File: config.mk
export PLATFORM = sky130hd
export DESIGN_NAME = pcu_top
export DESIGN_NICKNAME = d
export VERILOG_FILES = /design/src/design/pcu_pkg.sv /design/src/design/pcu_ctrl.sv /design/src/design/pcu_operand_shifter.sv /design/src/design/pcu_rd_collector.sv /design/src/design/pcu_sequencer.sv /design/src/design/pcu_top.sv
export SDC_FILE = /design/constraint.sdc
export NUM_CORES = 1
export LEC_CHECK = 0
export ABC_AREA = 1
export BUFFER_PORTS_ARGS = -buffer_cell sky130_fd_sc_hd__buf_2
export CORE_MARGIN = 2
export CORE_UTILIZATION = 29
export CTS_CLUSTER_DIAMETER = 80
export CTS_CLUSTER_SIZE = 30
export DETAILED_ROUTE_END_ITERATION = 6
export HOLD_SLACK_MARGIN = 0.06
export PLACE_DENSITY = 0.54
export SLEW_MARGIN = 0
export SYNTH_ARGS = -nofsm -noshare
export SYNTH_HDL_FRONTEND = slang
export SYNTH_SLANG_ARGS = --single-unit
File: constraint.sdc
create_clock -name clk -period 5.4 [get_ports clk]
set_input_delay 0.54 -clock clk [delete_from_list [all_inputs] [get_ports clk]]
set_output_delay 0.54 -clock clk [all_outputs]
set_load 0.05 [all_outputs]
File: src/design/pcu_pkg.sv
package pcu_pkg;

   typedef logic [31:0] pc_word_t;   // PC, operand or result word
   typedef logic [4:0]  bit_cnt_t;   // Position of the serial bit

   // One PC update as decode would hand it over
   typedef struct packed {
      logic     jump;          // Take the target
      logic     jal_or_jalr;   // Result is PC + 4
      logic     utype;         // LUI or AUIPC
      logic     pc_rel;        // Add PC to the offset
      logic     trap;          // Go to trap vector
      pc_word_t imm;
      pc_word_t buf_word;      // Branch or JALR offset
      pc_word_t csr_pc;        // Trap vector
   } pcu_cmd_t;

   typedef struct packed {
      logic pc_en;
      logic cnt0;
      logic cnt1;
      logic cnt2;
      logic cnt12to31;
      logic cnt_done;
   } pcu_strobes_t;

   typedef enum logic {
      SEQ_IDLE,
      SEQ_RUN
   } seq_state_t;

endpackage

File: src/design/pcu_ctrl.sv
`timescale 1ns/1ps

module pcu_ctrl #(
   parameter pcu_pkg::pc_word_t RESET_PC = '0,
   parameter int                WITH_CSR = 1
) (
   input  logic                  clk,
   input  logic                  i_reset,
   input  pcu_pkg::pcu_strobes_t i_strobes,
   input  logic                  i_jump,
   input  logic                  i_jal_or_jalr,
   input  logic                  i_utype,
   input  logic                  i_pc_rel,
   input  logic                  i_trap,
   input  logic                  i_imm,
   input  logic                  i_buf,
   input  logic                  i_csr_pc,
   input  logic                  i_ibus_ack,
   output logic                  o_rd_bit,
   output logic                  o_bad_pc_bit,
   output pcu_pkg::pc_word_t     o_ibus_adr,
   output logic                  o_ibus_cyc
);

   logic en_pc_r;
   logic pc;
   logic plus_4;
   logic pc_plus_4;
   logic pc_plus_4_cy;
   logic pc_plus_4_cy_r;
   logic offset_a;
   logic offset_b;
   logic pc_plus_offset;
   logic pc_plus_offset_cy;
   logic pc_plus_offset_cy_r;
   logic target_aligned;
   logic new_pc;

   assign pc     = o_ibus_adr[0];   // PC rotates through bit 0
   assign plus_4 = i_strobes.cnt2;

   assign {pc_plus_4_cy, pc_plus_4} = {1'b0, pc} + {1'b0, plus_4} + {1'b0, pc_plus_4_cy_r};

   // U-type offset drops the low 12 immediate bits
   assign offset_a = i_pc_rel & pc;
   assign offset_b = i_utype ? (i_imm & i_strobes.cnt12to31) : i_buf;
   assign {pc_plus_offset_cy, pc_plus_offset} =
      {1'b0, offset_a} + {1'b0, offset_b} + {1'b0, pc_plus_offset_cy_r};

   assign target_aligned = pc_plus_offset & !i_strobes.cnt0;

   always_comb begin
      if ((WITH_CSR != 0) && i_trap) begin
         new_pc = i_csr_pc & !i_strobes.cnt0;
      end else if (i_jump) begin
         new_pc = target_aligned;
      end else begin
         new_pc = pc_plus_4;
      end
   end

   assign o_rd_bit     = (i_utype & target_aligned) | (i_jal_or_jalr & pc_plus_4);
   assign o_bad_pc_bit = target_aligned;
   assign o_ibus_cyc   = en_pc_r & !i_strobes.pc_en;

   always_ff @(posedge clk) begin
      if (i_reset) begin
         o_ibus_adr          <= RESET_PC;
         en_pc_r             <= 1'b1;   // Reset vector fetch pending
         pc_plus_4_cy_r      <= 1'b0;
         pc_plus_offset_cy_r <= 1'b0;
      end else begin
         pc_plus_4_cy_r      <= i_strobes.pc_en & pc_plus_4_cy;
         pc_plus_offset_cy_r <= i_strobes.pc_en & pc_plus_offset_cy;
         if (i_strobes.pc_en) begin
            o_ibus_adr <= {new_pc, o_ibus_adr[31:1]};
            en_pc_r    <= 1'b1;
         end else if (i_ibus_ack) begin
            en_pc_r <= 1'b0;
         end
      end
   end

   a_fetch_aligned: assert property (@(posedge clk) disable iff (i_reset)
      o_ibus_cyc |-> !o_ibus_adr[0]);

endmodule

File: src/design/pcu_operand_shifter.sv
`timescale 1ns/1ps

module pcu_operand_shifter (
   input  logic                  clk,
   input  logic                  i_load,
   input  pcu_pkg::pcu_cmd_t     i_cmd,
   input  pcu_pkg::pcu_strobes_t i_strobes,
   output logic                  o_imm_bit,
   output logic                  o_buf_bit,
   output logic                  o_csr_bit
);

   pcu_pkg::pc_word_t imm_sr;
   pcu_pkg::pc_word_t buf_sr;
   pcu_pkg::pc_word_t csr_sr;

   // Immediate for LUI and AUIPC
   always_ff @(posedge clk) begin
      if (i_load) begin
         imm_sr <= i_cmd.imm;
      end else if (i_strobes.pc_en) begin
         imm_sr <= {1'b0, imm_sr[31:1]};
      end
   end

   // Branch or JALR offset
   always_ff @(posedge clk) begin
      if (i_load) begin
         buf_sr <= i_cmd.buf_word;
      end else if (i_strobes.pc_en) begin
         buf_sr <= {1'b0, buf_sr[31:1]};
      end
   end

   always_ff @(posedge clk) begin
      if (i_load) begin
         csr_sr <= i_cmd.csr_pc;   // Trap vector
      end else if (i_strobes.pc_en) begin
         csr_sr <= {1'b0, csr_sr[31:1]};
      end
   end

   assign o_imm_bit = imm_sr[0];   // LSB first
   assign o_buf_bit = buf_sr[0];
   assign o_csr_bit = csr_sr[0];

endmodule

File: src/design/pcu_rd_collector.sv
`timescale 1ns/1ps

module pcu_rd_collector (
   input  logic                  clk,
   input  logic                  i_reset,
   input  pcu_pkg::pcu_strobes_t i_strobes,
   input  logic                  i_rd_bit,
   input  logic                  i_bad_pc_bit,
   output pcu_pkg::pc_word_t     o_rd_word,
   output logic                  o_misaligned,
   output logic                  o_done
);

   logic [30:0] rd_shift;   // Bits 0..30 of the result
   logic        bad_pc_r;

   always_ff @(posedge clk) begin
      if (i_strobes.pc_en) begin
         rd_shift <= {i_rd_bit, rd_shift[30:1]};
      end
   end

   // Target bit 1 shows up at cnt1
   always_ff @(posedge clk) begin
      if (i_strobes.pc_en & i_strobes.cnt1) begin
         bad_pc_r <= i_bad_pc_bit;
      end
   end

   // Bit 31 arrives with cnt_done
   always_ff @(posedge clk) begin
      if (i_strobes.cnt_done) begin
         o_rd_word    <= {i_rd_bit, rd_shift};
         o_misaligned <= bad_pc_r;
      end
   end

   always_ff @(posedge clk) begin
      if (i_reset) begin
         o_done <= 1'b0;
      end else begin
         o_done <= i_strobes.cnt_done;
      end
   end

   a_done_single: assert property (@(posedge clk) disable iff (i_reset)
      o_done |=> !o_done);

endmodule

File: src/design/pcu_sequencer.sv
`timescale 1ns/1ps

module pcu_sequencer (
   input  logic                  clk,
   input  logic                  i_reset,
   input  logic                  i_start,
   input  pcu_pkg::pcu_cmd_t     i_cmd,
   input  logic                  i_ibus_cyc,
   output pcu_pkg::pcu_strobes_t o_strobes,
   output logic                  o_busy,
   output pcu_pkg::pcu_cmd_t     o_flags,
   output logic                  o_load
);

   pcu_pkg::seq_state_t state;
   pcu_pkg::bit_cnt_t   cnt;
   pcu_pkg::pcu_cmd_t   cmd_flags;
   logic                last_bit;

   // Start only when idle and no fetch outstanding
   assign o_load   = i_start & (state == pcu_pkg::SEQ_IDLE) & !i_ibus_cyc;
   assign o_busy   = (state == pcu_pkg::SEQ_RUN);
   assign last_bit = (cnt == 5'd31);

   always_ff @(posedge clk) begin
      if (i_reset) begin
         state <= pcu_pkg::SEQ_IDLE;
         cnt   <= '0;
      end else begin
         case (state)
            pcu_pkg::SEQ_IDLE: begin
               if (o_load) begin
                  state <= pcu_pkg::SEQ_RUN;
               end
            end
            pcu_pkg::SEQ_RUN: begin
               cnt <= cnt + 5'd1;   // Wraps to 0 after bit 31
               if (last_bit) begin
                  state <= pcu_pkg::SEQ_IDLE;
               end
            end
            default: begin
               state <= pcu_pkg::SEQ_IDLE;
            end
         endcase
      end
   end

   // Counter sits at 0 while idle, so only cnt0 can fire outside the window
   always_comb begin
      o_strobes.pc_en     = o_busy;
      o_strobes.cnt0      = (cnt == 5'd0);
      o_strobes.cnt1      = (cnt == 5'd1);
      o_strobes.cnt2      = (cnt == 5'd2);
      o_strobes.cnt12to31 = (cnt >= 5'd12);
      o_strobes.cnt_done  = last_bit;
   end

   // Only the control bits are kept here
   always_comb begin
      cmd_flags          = i_cmd;
      cmd_flags.imm      = '0;
      cmd_flags.buf_word = '0;
      cmd_flags.csr_pc   = '0;
   end

   always_ff @(posedge clk) begin
      if (i_reset) begin
         o_flags <= '0;
      end else if (o_load) begin
         o_flags <= cmd_flags;
      end
   end

   a_done_in_window: assert property (@(posedge clk) disable iff (i_reset)
      o_strobes.cnt_done |-> o_strobes.pc_en);

endmodule

File: src/design/pcu_top.sv
`timescale 1ns/1ps

module pcu_top #(
   parameter pcu_pkg::pc_word_t RESET_PC = '0,
   parameter int                WITH_CSR = 1
) (
   input  logic              clk,
   input  logic              i_reset,
   input  logic              i_start,
   input  pcu_pkg::pcu_cmd_t i_cmd,
   input  logic              i_ibus_ack,
   output pcu_pkg::pc_word_t o_ibus_adr,
   output logic              o_ibus_cyc,
   output logic              o_busy,
   output logic              o_done,
   output pcu_pkg::pc_word_t o_rd_word,
   output logic              o_misaligned
);

   pcu_pkg::pcu_strobes_t strobes;
   pcu_pkg::pcu_cmd_t     flags;
   logic                  load;
   logic                  imm_bit;
   logic                  buf_bit;
   logic                  csr_bit;
   logic                  rd_bit;
   logic                  bad_pc_bit;

   pcu_sequencer u_sequencer (
      .clk        (clk),
      .i_reset    (i_reset),
      .i_start    (i_start),
      .i_cmd      (i_cmd),
      .i_ibus_cyc (o_ibus_cyc),
      .o_strobes  (strobes),
      .o_busy     (o_busy),
      .o_flags    (flags),
      .o_load     (load)
   );

   pcu_operand_shifter u_shifter (
      .clk       (clk),
      .i_load    (load),
      .i_cmd     (i_cmd),
      .i_strobes (strobes),
      .o_imm_bit (imm_bit),
      .o_buf_bit (buf_bit),
      .o_csr_bit (csr_bit)
   );

   pcu_ctrl #(
      .RESET_PC (RESET_PC),
      .WITH_CSR (WITH_CSR)
   ) u_ctrl (
      .clk           (clk),
      .i_reset       (i_reset),
      .i_strobes     (strobes),
      .i_jump        (flags.jump),
      .i_jal_or_jalr (flags.jal_or_jalr),
      .i_utype       (flags.utype),
      .i_pc_rel      (flags.pc_rel),
      .i_trap        (flags.trap),
      .i_imm         (imm_bit),
      .i_buf         (buf_bit),
      .i_csr_pc      (csr_bit),
      .i_ibus_ack    (i_ibus_ack),
      .o_rd_bit      (rd_bit),
      .o_bad_pc_bit  (bad_pc_bit),
      .o_ibus_adr    (o_ibus_adr),
      .o_ibus_cyc    (o_ibus_cyc)
   );

   pcu_rd_collector u_collector (
      .clk          (clk),
      .i_reset      (i_reset),
      .i_strobes    (strobes),
      .i_rd_bit     (rd_bit),
      .i_bad_pc_bit (bad_pc_bit),
      .o_rd_word    (o_rd_word),
      .o_misaligned (o_misaligned),
      .o_done       (o_done)
   );

endmodule

==> flow_metrics.tcl <==
set metrics [dict create \
    outcome "finished clean" \
    finish.utilization 0.365 \
    rsz0062_at_grt "false" \
    firstDrtPassIters 4 \
    final_common_cell "buf_2" \
    timing.final.crit_share 0.444 \
    ys_seq_area_frac 0.749 \
    whs_ps 297 \
    dpl-instance-area_sq_mm 0.00894 \
    max-vdd-ir-drop_mv 0.253 \
    ff_latch_area_sq_mm 0.00578 \
    start_util 0.296 \
    setup_viol 0 \
    fin_area_sq_mm 0.00950 \
    crit_required_ps 5570 \
    timing.rr.start "u_sequencer.o_busy" \
    fin_total_pwr_mw 3.33 \
    hp-class "input pin to flop" \
    cp_max_fo 52 \
    worstSetupPathType "flop to flop" \
    yosysWarnings 0 \
    final_cell_mix "172 x buf_2, 161 x edfxtp_1, 89 x mux2_2" \
    stdcell_count 996 \
    syn-num-nets 585 \
    nFillCells 2519 \
    nets 759 \
    setup.worst_path.end "u_shifter.imm_sr[5]" \
    postCtsResizedCells 0 \
    pwr-share-comb 0.066 \
    crit_buf_inv 2 \
    dr_total_vias 4238 \
    dp_hpwl_um 10000 \
    max_cap_viol_count 0 \
    area_delta_synth_final_pct 23.3 \
    root_buffer "clkbuf_16" \
    setup_slack_ps 3000 \
    grt_max_degree 64 \
    port_buffers 172 \
    reg2reg_depth 4 \
    fp.dieW_um 167 \
    io_pins 173 \
    postCtsSetupBuffers 0 \
    min_period_ps 2400 \
    cts_buffer_depth 3 \
    final_layout_size_suffix_gt1_frac 0.449 \
    internal-power_mw 2.52 \
    cts_hold_buf 0 \
    tns_ps 0 \
    synth_area_sq_mm 0.00771 \
    p_sw_mw 0.807 \
    start_kind "flop" \
    post_drt_wl_per_cell_um 15.2 \
    core-area_sq_mm 0.0261 \
    slew_headroom 0.289 \
    placed_cells 965 \
    cp_slowest_cell "nand2_4" \
    dp_slack_ps 2730 \
    cp_data_arrival_time_ps 2570 \
    finalMaxSlewViolations 0 \
    hold_violations 0 \
    die_area_sq_mm 0.0279 \
    pwr-share-seq 0.555 \
    r2r_slack_ps 3000 \
    clkPwrFrac 0.379 \
    leakage_nw 3.55 \
    track_usage 0.106 \
    clock-skew-final_ps 22.7 \
    clkTransAtPathRegs_ps 100 \
    place_congestion 0.697 \
    htree_levels 1 \
    cts_tree "yes" \
    grt_first_pass_wirelength_um 23600 \
    rows 59 \
    swShare 0.242 \
    cts_buffers 15 \
    clkSinkCount 208 \
    syn_area_per_cell_sq_um 16.3 \
    multiInputGateArea_sq_mm 0.00164 \
    viasPerCell 4.26 \
    crit_chain "inv_2 > nand3_4 > nand2_4 > buf_12" \
    wl_um 15100 \
    tightest_slew_ps 1060 \
    cp_top_family "simple AND/OR/NAND/NOR gates" \
    critPathMaxStageDelay_ps 720 \
    yosys_register_bits 208 \
    drc 0 \
    postSynthCellCount 473 \
    r2r-end "u_shifter.imm_sr[5]" \
    crit_path_end_kind "flop" \
    pwr_density_cell_mw_per_mm2 351 \
    fmax_ghz 0.417 \
    insertion_delay_ps 500 \
    grt_overflow 0 \
    grt_pass1_vias 4257 \
    die_h_um 167 \
    ys_types 20 \
    antenna_found_initial 12 \
    worstSetupStartpoint "u_sequencer.o_busy" \
    dr.first_iter.drc_count 276 \
    ant_nets 0 \
    path_depth 4 \
]
-- sequential cells by signal, summed over array words and instances, names as in the netlist --
register,count
u_collector.o_rd_word,32
u_ctrl.o_ibus_adr,32
u_shifter.buf_sr,32
u_shifter.csr_sr,32
u_shifter.imm_sr,32
u_collector.rd_shift,31
u_sequencer.cnt,5
u_sequencer.o_flags,5
u_collector.bad_pc_r,1
u_collector.o_done,1
u_collector.o_misaligned,1
u_ctrl.en_pc_r,1
u_ctrl.pc_plus_4_cy_r,1
u_ctrl.pc_plus_offset_cy_r,1
u_sequencer.o_busy,1
-- how the worst min path moves through the flow --
stage,end,start,slack [ps],depth (start not counted)
floorplan,u_collector.o_misaligned,u_collector.bad_pc_r,400,0
global placement,u_collector.o_rd_word[0],u_collector.rd_shift[0],400,0
detailed placement,u_collector.o_rd_word[0],u_collector.rd_shift[0],410,0
CTS,u_collector.o_done,i_reset,280,2
global route,u_ctrl.en_pc_r,i_ibus_ack,280,2
finish,u_ctrl.en_pc_r,i_ibus_ack,300,2
-- power groups by stage --
stage | combinational, mW | clock (mW) | sequential [mW]
finish | 0.219 | 1.26 | 1.85
detailed placement | 0.224 | 0 | 1.89
global placement | 0.222 | 0 | 1.89
CTS | 0.225 | 1.32 | 1.85
global route | 0.246 | 1.37 | 1.86
floorplan | 0.141 | 0 | 1.89
-- synth_stat cells --
| library cell | instances | area share |
|---|---|---|
| dfxtp_1 | 47 | 0.12 |
| nor3_1 | 4 | 0.0026 |
| nor2_1 | 12 | 0.0058 |
| buf_6 | 2 | 0.0029 |
| nand3_4 | 1 | 0.0023 |
| inv_1 | 54 | 0.026 |
| clkbuf_1 | 7 | 0.0034 |
| o21ai_0 | 11 | 0.0071 |
| buf_2 | 10 | 0.0065 |
| inv_2 | 1 | 0.00049 |
| o22ai_1 | 31 | 0.025 |
| a21oi_1 | 12 | 0.0078 |
| nand2_1 | 14 | 0.0068 |
| edfxtp_1 | 161 | 0.63 |
| fa_1 | 2 | 0.0052 |
| ha_1 | 5 | 0.0081 |
| mux2_1 | 4 | 0.0058 |
| xor2_1 | 1 | 0.0011 |
| nand3_1 | 5 | 0.0032 |
| mux2_2 | 89 | 0.13 |
-- area by class of cell --
cell class | instances | share of cell area
timing repair buffer | 176 | 0.0951
tap | 335 | 0.0441
clock buffer | 16 | 0.0410
inverter | 55 | 0.0217
clock inverter | 9 | 0.0165
multi-input combinational | 191 | 0.172
antenna | 6 | 0.00158
sequential | 208 | 0.608
-- metal layers --
layer	track usage	up-vias	wire length, um	share of wire
met5	0	-	79	0.0052
met3	0.0518	36	1610	0.11
li1	-	2071	-	-
met2	0.152	133	6320	0.42
met1	0.140	1986	6810	0.45
met4	0.0300	12	325	0.021
-- cells by family (layout without fill, tap and decap cells) --
kind of cell / after synthesis / in the layout / synth area share
AO/OA/AOI/OAI: 54 / 54 / 0.0401
buffers and inverters: 74 / 256 / 0.0396
XOR/XNOR: 1 / 1 / 0.00114
other: 0 / 6 / 0
adder cells (fa/ha/maj): 7 / 7 / 0.0133
AND/OR/NAND/NOR: 36 / 36 / 0.0208
multiplexers: 93 / 93 / 0.136
flip-flops: 208 / 208 / 0.749
-- worst reg2reg max path, delay by kind of cell, from the launching register on --
| family | cells | cell delay, ps |
|---|---|---|
| and+or+nand+nor | 2 | 1220 |
| buffers and inverters | 2 | 530 |
| DFF | 1 | 330 |
Power figures use the tool's default switching activity.
